### src/source/sparc_ctrl_pkg.sv
package sparc_ctrl_pkg;

    // instruction field widths
    localparam int OP_W     = 2;
    localparam int OP2_W    = 3;
    localparam int OP3_W    = 6;
    localparam int REG_W    = 5;
    localparam int DISP30_W = 30;
    localparam int IMM22_W  = 22;
    localparam int LOW13_W  = 13;

    // control bundle field widths
    localparam int ALU_W  = 4;
    localparam int SIZE_W = 2;

    // format codes, bits 31:30
    localparam logic [OP_W-1:0] OP_BRANCH_SETHI = 2'b00;
    localparam logic [OP_W-1:0] OP_CALL         = 2'b01;
    localparam logic [OP_W-1:0] OP_ARITH        = 2'b10;
    localparam logic [OP_W-1:0] OP_MEM          = 2'b11;

    // op2 of format 2
    localparam logic [OP2_W-1:0] OP2_SETHI  = 3'b100;
    localparam logic [OP2_W-1:0] OP2_BRANCH = 3'b010;

    // op3 arithmetic, op = 10
    localparam logic [OP3_W-1:0] OP3_ADD    = 6'b000000;
    localparam logic [OP3_W-1:0] OP3_ADDCC  = 6'b010000;
    localparam logic [OP3_W-1:0] OP3_ADDX   = 6'b001000;
    localparam logic [OP3_W-1:0] OP3_ADDXCC = 6'b011000;
    localparam logic [OP3_W-1:0] OP3_SUB    = 6'b000100;
    localparam logic [OP3_W-1:0] OP3_SUBCC  = 6'b010100;
    localparam logic [OP3_W-1:0] OP3_SUBX   = 6'b001100;
    localparam logic [OP3_W-1:0] OP3_AND    = 6'b000001;
    localparam logic [OP3_W-1:0] OP3_ANDCC  = 6'b010001;
    localparam logic [OP3_W-1:0] OP3_ANDN   = 6'b000101;
    localparam logic [OP3_W-1:0] OP3_ANDNCC = 6'b010101;
    localparam logic [OP3_W-1:0] OP3_OR     = 6'b000010;
    localparam logic [OP3_W-1:0] OP3_ORCC   = 6'b010010;
    localparam logic [OP3_W-1:0] OP3_ORN    = 6'b000110;
    localparam logic [OP3_W-1:0] OP3_ORNCC  = 6'b010110;
    localparam logic [OP3_W-1:0] OP3_XOR    = 6'b000011;
    localparam logic [OP3_W-1:0] OP3_XORCC  = 6'b010011;
    localparam logic [OP3_W-1:0] OP3_XNOR   = 6'b000111;
    localparam logic [OP3_W-1:0] OP3_XNORCC = 6'b010111;
    localparam logic [OP3_W-1:0] OP3_SLL    = 6'b100101;
    localparam logic [OP3_W-1:0] OP3_SRL    = 6'b100110;
    localparam logic [OP3_W-1:0] OP3_SRA    = 6'b100111;

    // control transfer and register windows
    localparam logic [OP3_W-1:0] OP3_JMPL    = 6'b111000;
    localparam logic [OP3_W-1:0] OP3_SAVE    = 6'b111100;
    localparam logic [OP3_W-1:0] OP3_RESTORE = 6'b111101;

    // op3 load/store, op = 11
    localparam logic [OP3_W-1:0] OP3_LDSB = 6'b001001;
    localparam logic [OP3_W-1:0] OP3_LDSH = 6'b001010;
    localparam logic [OP3_W-1:0] OP3_LD   = 6'b000000;
    localparam logic [OP3_W-1:0] OP3_LDUB = 6'b000001;
    localparam logic [OP3_W-1:0] OP3_LDUH = 6'b000010;
    localparam logic [OP3_W-1:0] OP3_STB  = 6'b000101;
    localparam logic [OP3_W-1:0] OP3_STH  = 6'b000110;
    localparam logic [OP3_W-1:0] OP3_ST   = 6'b000100;

    // ALU operation codes
    localparam logic [ALU_W-1:0] ALU_ADD    = 4'b0000;
    localparam logic [ALU_W-1:0] ALU_ADDX   = 4'b0001;
    localparam logic [ALU_W-1:0] ALU_SUB    = 4'b0010;
    localparam logic [ALU_W-1:0] ALU_SUBX   = 4'b0011;
    localparam logic [ALU_W-1:0] ALU_AND    = 4'b0100;
    localparam logic [ALU_W-1:0] ALU_OR     = 4'b0101;
    localparam logic [ALU_W-1:0] ALU_XOR    = 4'b0110;
    localparam logic [ALU_W-1:0] ALU_XNOR   = 4'b0111;
    localparam logic [ALU_W-1:0] ALU_ANDN   = 4'b1000;
    localparam logic [ALU_W-1:0] ALU_ORN    = 4'b1001;
    localparam logic [ALU_W-1:0] ALU_SLL    = 4'b1010;
    localparam logic [ALU_W-1:0] ALU_SRL    = 4'b1011;
    localparam logic [ALU_W-1:0] ALU_SRA    = 4'b1100;
    localparam logic [ALU_W-1:0] ALU_PASS_B = 4'b1110;   // sethi forwards operand B

    // data memory access size
    localparam logic [SIZE_W-1:0] SIZE_BYTE = 2'b00;
    localparam logic [SIZE_W-1:0] SIZE_HALF = 2'b01;
    localparam logic [SIZE_W-1:0] SIZE_WORD = 2'b10;

    // call
    typedef struct packed {
        logic [OP_W-1:0]     op;
        logic [DISP30_W-1:0] disp30;
    } fmt1_t;

    // sethi and branches
    typedef struct packed {
        logic [OP_W-1:0]    op;
        logic [REG_W-1:0]   rd;      // a/cond on branches
        logic [OP2_W-1:0]   op2;
        logic [IMM22_W-1:0] imm22;
    } fmt2_t;

    // arithmetic, jmpl, save/restore and memory
    typedef struct packed {
        logic [OP_W-1:0]    op;
        logic [REG_W-1:0]   rd;
        logic [OP3_W-1:0]   op3;
        logic [REG_W-1:0]   rs1;
        logic               i;       // immediate select
        logic [LOW13_W-1:0] low13;   // simm13 or asi/rs2
    } fmt3_t;

    typedef union packed {
        fmt1_t fmt1;
        fmt2_t fmt2;
        fmt3_t fmt3;
    } instr_t;

    // control bundle handed to the next stage
    typedef struct packed {
        logic              jmpl;
        logic              call;
        logic              branch;
        logic              load;
        logic              rf_enable;
        logic              mem_se;
        logic              mem_rw;      // 1 = write
        logic              mem_enable;
        logic [SIZE_W-1:0] mem_size;
        logic              i31;
        logic              i30;
        logic              i24;
        logic              i13;
        logic [ALU_W-1:0]  alu_op;
        logic              cc_enable;
    } ctrl_t;

endpackage

### src/source/alu_op_decoder.sv
module alu_op_decoder import sparc_ctrl_pkg::*; (
    input  instr_t fmt3,
    output ctrl_t  fields
);

    logic [OP3_W-1:0] op3;
    logic [ALU_W-1:0] alu_code;
    logic             is_arith;   // op3 is one of the listed ALU ops
    logic             sets_cc;

    assign op3 = fmt3.fmt3.op3;

    // ALU code, plain and cc forms share it
    always_comb begin
        alu_code = ALU_ADD;
        is_arith = 1'b1;
        case (op3)
            OP3_ADD, OP3_ADDCC: alu_code = ALU_ADD;
            OP3_ADDX, OP3_ADDXCC: alu_code = ALU_ADDX;
            OP3_SUB, OP3_SUBCC: alu_code = ALU_SUB;
            OP3_SUBX: alu_code = ALU_SUBX;   // no subxcc here
            OP3_AND, OP3_ANDCC: alu_code = ALU_AND;
            OP3_ANDN, OP3_ANDNCC: alu_code = ALU_ANDN;
            OP3_OR, OP3_ORCC: alu_code = ALU_OR;
            OP3_ORN, OP3_ORNCC: alu_code = ALU_ORN;
            OP3_XOR, OP3_XORCC: alu_code = ALU_XOR;
            OP3_XNOR, OP3_XNORCC: alu_code = ALU_XNOR;
            OP3_SLL: alu_code = ALU_SLL;
            OP3_SRL: alu_code = ALU_SRL;
            OP3_SRA: alu_code = ALU_SRA;
            default: is_arith = 1'b0;
        endcase
    end

    // condition code forms
    always_comb begin
        case (op3)
            OP3_ADDCC,
            OP3_ADDXCC,
            OP3_SUBCC,
            OP3_ANDCC,
            OP3_ANDNCC,
            OP3_ORCC,
            OP3_ORNCC,
            OP3_XORCC,
            OP3_XNORCC: sets_cc = 1'b1;
            default:    sets_cc = 1'b0;
        endcase
    end

    always_comb begin
        fields = '0;
        case (op3)
            OP3_JMPL: begin
                fields.jmpl = 1'b1;   // target computed in the ALU path
            end
            OP3_SAVE,
            OP3_RESTORE: begin
                // window switch writes the register file
                fields.rf_enable  = 1'b1;
                fields.mem_enable = 1'b1;
                fields.mem_size   = SIZE_WORD;
            end
            default: begin
                if (is_arith) begin
                    fields.alu_op    = alu_code;
                    fields.cc_enable = sets_cc;
                end
            end
        endcase
    end

endmodule

### src/source/control_unit.sv
module control_unit import sparc_ctrl_pkg::*; (
    input  logic   clk,
    input  logic   reset,
    input  instr_t instr,
    input  logic   bubble,
    output ctrl_t  ctrl
);

    ctrl_t alu_fields;   // from op = 10 decoder
    ctrl_t mem_fields;   // from op = 11 decoder
    ctrl_t next_ctrl;
    ctrl_t ctrl_q;
    logic  is_nop;

    alu_op_decoder u_alu_dec (
        .fmt3   (instr),
        .fields (alu_fields)
    );

    mem_op_decoder u_mem_dec (
        .fmt3   (instr),
        .fields (mem_fields)
    );

    assign is_nop = (instr == '0);

    // format selection
    always_comb begin
        next_ctrl = '0;
        if (!is_nop) begin
            case (instr.fmt1.op)
                OP_BRANCH_SETHI: begin
                    case (instr.fmt2.op2)
                        OP2_SETHI:  next_ctrl.alu_op = ALU_PASS_B;   // imm22 goes through B
                        OP2_BRANCH: next_ctrl.branch = 1'b1;
                        default:    next_ctrl = '0;
                    endcase
                end
                OP_CALL: begin
                    // return address lands in r15
                    next_ctrl.call      = 1'b1;
                    next_ctrl.rf_enable = 1'b1;
                end
                OP_ARITH: next_ctrl = alu_fields;
                OP_MEM:   next_ctrl = mem_fields;
            endcase
        end

        // raw bits ride along for the later stages
        next_ctrl.i31 = instr.fmt1.op[1];
        next_ctrl.i30 = instr.fmt1.op[0];
        next_ctrl.i24 = instr.fmt3.op3[OP3_W-1];
        next_ctrl.i13 = instr.fmt3.i;
    end

    always_ff @(posedge clk) begin
        if (reset) begin
            ctrl_q <= '0;
        end else begin
            ctrl_q <= next_ctrl;   // loads even during a bubble
        end
    end

    // bubble squashes the registered bundle in the same cycle
    assign ctrl = bubble ? '0 : ctrl_q;

endmodule

### src/source/mem_op_decoder.sv
module mem_op_decoder import sparc_ctrl_pkg::*; (
    input  instr_t fmt3,
    output ctrl_t  fields
);

    logic hit;   // op3 is a known load or store

    always_comb begin
        fields = '0;
        hit    = 1'b1;
        case (fmt3.fmt3.op3)
            // loads read memory, rw stays 0
            OP3_LDSB: begin
                fields.load     = 1'b1;
                fields.mem_se   = 1'b1;
                fields.mem_size = SIZE_BYTE;
            end
            OP3_LDSH: begin
                fields.load     = 1'b1;
                fields.mem_se   = 1'b1;
                fields.mem_size = SIZE_HALF;
            end
            OP3_LD: begin
                fields.load     = 1'b1;
                fields.mem_size = SIZE_WORD;
            end
            OP3_LDUB: begin
                fields.load     = 1'b1;
                fields.mem_size = SIZE_BYTE;   // zero extended
            end
            OP3_LDUH: begin
                fields.load     = 1'b1;
                fields.mem_size = SIZE_HALF;
            end
            // stores write memory, never sign extended
            OP3_STB: begin
                fields.mem_rw   = 1'b1;
                fields.mem_size = SIZE_BYTE;
            end
            OP3_STH: begin
                fields.mem_rw   = 1'b1;
                fields.mem_size = SIZE_HALF;
            end
            OP3_ST: begin
                fields.mem_rw   = 1'b1;
                fields.mem_size = SIZE_WORD;
            end
            default: hit = 1'b0;
        endcase

        // enables common to every listed access
        fields.mem_enable = hit;
        fields.rf_enable  = hit;
    end

endmodule

### config.mk
export PLATFORM = sky130hd
export DESIGN_NAME = control_unit
export DESIGN_NICKNAME = d
export VERILOG_FILES = /design/src/source/sparc_ctrl_pkg.sv /design/src/source/alu_op_decoder.sv /design/src/source/control_unit.sv /design/src/source/mem_op_decoder.sv
export SDC_FILE = /design/constraint.sdc
export NUM_CORES = 1
export LEC_CHECK = 0
export BUFFER_PORTS_ARGS = -buffer_cell sky130_fd_sc_hd__buf_2
export CAP_MARGIN = 20
export CORE_AREA = 2 2 51 53
export DETAILED_ROUTE_END_ITERATION = 12
export DIE_AREA = 0 0 53 55
export PLACE_DENSITY_LB_ADDON = 0.25
export SLEW_MARGIN = 10
export SYNTH_ARGS = -nofsm -noshare
export SYNTH_HDL_FRONTEND = slang
export SYNTH_SLANG_ARGS = --single-unit
### constraint.sdc
create_clock -name clk -period 4.5 [get_ports clk]
set_clock_uncertainty 0.15 [all_clocks]
set_input_delay 0.45 -clock clk [delete_from_list [all_inputs] [get_ports clk]]
set_output_delay 0.45 -clock clk [all_outputs]
set_load 0.005 [all_outputs]
==> reports/metrics.yaml <==
outcome:
  run_status: "finished, final reports clean"
timing:
  worst_pin_slew_ns: 0.473
  final.setup.tns_ns: 0
  min_period_ns: 1.67
  slew_viol_final: 0
  fmax_ghz: 0.599
  relSlewSlack_pct: 68.3
  finalHoldViolCount: 0
  post-route-period-util_pct: 37.1
  rsz0062_at_grt: "no"
  report.final.setup_viol: 0
yosys:
  synth-compound-area-share_pct: 10.4
  sequential_cell_area_fraction_in_the_yosys_report_pct: 34.6
  asyncSetResetFlopFracSynth_pct: 0
  most_numerous_cell_in_the_yosys_netlist: "sky130_fd_sc_hd__nor2b_1"
  synth_area_leader_cell: "sky130_fd_sc_hd__dfxtp_1"
  netlist_top_cells_count: "sky130_fd_sc_hd__nor2b_1, sky130_fd_sc_hd__dfxtp_1, sky130_fd_sc_hd__nor2_1, sky130_fd_sc_hd__nand2_1, sky130_fd_sc_hd__nor4_1"
  synth_enable_flop_cells: 0
  netlist_top_cells_area: "sky130_fd_sc_hd__dfxtp_1, sky130_fd_sc_hd__nor2b_1, sky130_fd_sc_hd__ha_1"
  syn-instance-count: 131
  synth.ff_latch_count: 19
  synth.lib_cells_used.distinct: 40
  synth_adder_area_share_pct: 5.46
  synthSimpleGateAreaFrac_pct: 38.7
  synth.mux.area_fraction_pct: 2.84
  synth_fp_nets: 170
  warnings_synthesis: 0
  syn-mean-instance-area_sq_um: 8.40
  post-synth-top-area-fraction_pct: 34.6
  synth_top_family_by_area: "simple AND/OR/NAND/NOR gates"
  synth_xor_area_share_pct: 1.59
  flip_flop_cell_with_the_highest_count_after_synthesis: "sky130_fd_sc_hd__dfxtp_1"
  synth_area_sq_um: 1100
worst_setup_path:
  timing.critical_path.fanout_max: 7
  critPathCaptureType: "flop"
  worst_path_cell_trace: "buf_2 -> inv_1 -> ha_1 -> nand4_1 -> nor3_2 -> or3_1 -> nor4_1"
  worst-endpoint-arrival_ns: 1.72
  timing.critical_path.slowest_stage_cell: "sky130_fd_sc_hd__or3_1"
  critPathMaxStageDelay_ns: 0.43
  critical_path_cell_count: 7
  crit_path_launch_type: "input port"
  critical_path.n_buffers_inverters: 2
  timing_worst_setup_path_type: "input port to flop"
  cp_top_family: "simple AND/OR/NAND/NOR gates"
  cp_data_required_time_ns: 4.55
floorplan:
  core.rowCount: 18
  coreArea_sq_um: 2360
  initial_utilization_pct: 46.5
  dieArea_sq_um: 2920
  dieHeight_um: 55
  die-width_um: 53
  top_level_ports: 54
power_and_ir_drop:
  ir_worst_vdd_mv: 0.122
  net-switching-power_mw: 0.0812
  power.share.sequential_pct: 54.8
  power_mw: 0.315
  sw_share_pct: 25.8
  combPwrFrac_pct: 19.2
  p_leak_nw: 0.632
  power.clock.fraction_pct: 26.0
  powerDensity_nw_per_um2: 228
  internal-power_mw: 0.234
cts:
  cts.htree.levels: 1
  cts_sinks: 19
  ctsResizeCount: 0
  post_cts_hold_buffer_count: 0
  cts.repair_timing.setup_buffer_count: 0
  clk_transition_reported_paths_ns: 0.10
  cts-buffers-inserted: 3
  root_buffer_cell: "sky130_fd_sc_hd__clkbuf_4"
  clock_tree_from_tritoncts: "yes"
  maximum_count_of_clock_buffers_along_a_single_path: 2
job:
  max-cap-violations: 0
placed_design:
  routabilityCongestion: 0.816
  dp_hpwl_mm: 1.94
  count_of_input_and_output_buffers: 53
global_routing:
  globalRouteMet3Util_pct: 2.96
  grt_start_max_net_pins: 20
  grt.met1_usage_pct: 21.9
  grt_pass1_wl_mm: 3.88
  global_route.usage.met2_pct: 32.1
  globalRouteTotalUtil_pct: 18.6
  total_global_routing_overflow: 0
  grt_busiest_layer: "met2"
  first_global_vias: 955
  antenna_violations_before_repair: 0
route:
  routed_wl_mm: 2.44
  final_antenna_net_count: 0
  detail_route.first_pass.iterations: 4
  vias: 1100
  drc: 0
  post_drt_via_cell_ratio: 5.24
  route.detailed.wl_per_inst_um: 11.6
  drt_iter0_markers: 28
min_path:
  holdCritPathClass: "input port to flop"
  holdPathStages: 2
finish:
  top_register: "ctrl_q"
  layout_top_registers: "ctrl_q x19"
  area_growth_syn_to_layout_pct: 25.5
  fillCellCount: 232
  largest_register_ffs: 19
  design.final.nets: 220
  post_route_cells_drive_above_1_share_pct: 32.8
  antenna_cells_inserted: 0
-- metrics by stage --
stage | worst slack (ns) | hold WS, ns | util [%] | instance area [sq um] | std cells
floorplan | 2.75 | 0.372 | - | 1100 | 131
global placement | 2.52 | 0.538 | 57.2 | 1350 | 206
detailed placement | 2.53 | 0.540 | 57.2 | 1350 | 206
CTS | 2.84 | 0.223 | 58.4 | 1380 | 210
global route | 2.66 | 0.238 | 58.4 | 1380 | 210
finish | 2.83 | 0.233 | 58.4 | 1380 | 210
-- power groups by stage --
stage / combinational, mW / sequential (mW) / clock [mW]
after floorplan: 0.0366 / 0.176 / 0
after global placement: 0.0599 / 0.176 / 0
after detailed placement: 0.0604 / 0.177 / 0
after CTS: 0.0607 / 0.173 / 0.0850
after global routing: 0.0682 / 0.173 / 0.0922
final: 0.0605 / 0.173 / 0.0820
-- cells in the final DEF (no fill, tap or decap), drive strengths merged, types with 2 or more instances in the layout --
cell / instances
nand4: 2
o32ai: 2
nor2: 11
o32a: 2
nor2b: 23
nor3: 6
nand2b: 3
ha: 4
clkbuf: 4
nor4: 8
dfxtp: 19
mux2i: 2
nand2: 9
buf: 53
nand3: 2
inv: 6
a21oi: 3
-- area by class of cell --
type	instances	area [sq um]	area share, %
Multi-Input combinational cell	98	648	47.0
Clock buffer	4	26.3	1.90
Timing Repair Buffer	53	265	19.2
Tap cell	30	37.5	2.72
Inverter	6	22.5	1.63
Sequential cell	19	380	27.6
-- routing by layer --
metal,vias up,wire (um)
li1,560,-
met5,-,0
met1,487,1020
met3,4,180
met2,49,1200
met4,0,38
-- final timing paths --
kind                       from  slack (ns)                    end
worst min-delay path  instr[31]        0.23  ctrl_q[14]$_SDFF_PP0_
worst max-delay path  instr[30]        2.83   ctrl_q[9]$_SDFF_PP0_
-- kinds of logic after synthesis --
logic type / count (synthesis)
fa+ha+maj: 5
simple gates: 73
mux: 3
buf+inv: 14
flops: 19
compound gates: 15
xor+xnor: 2
(Power assumes the default switching activity.)
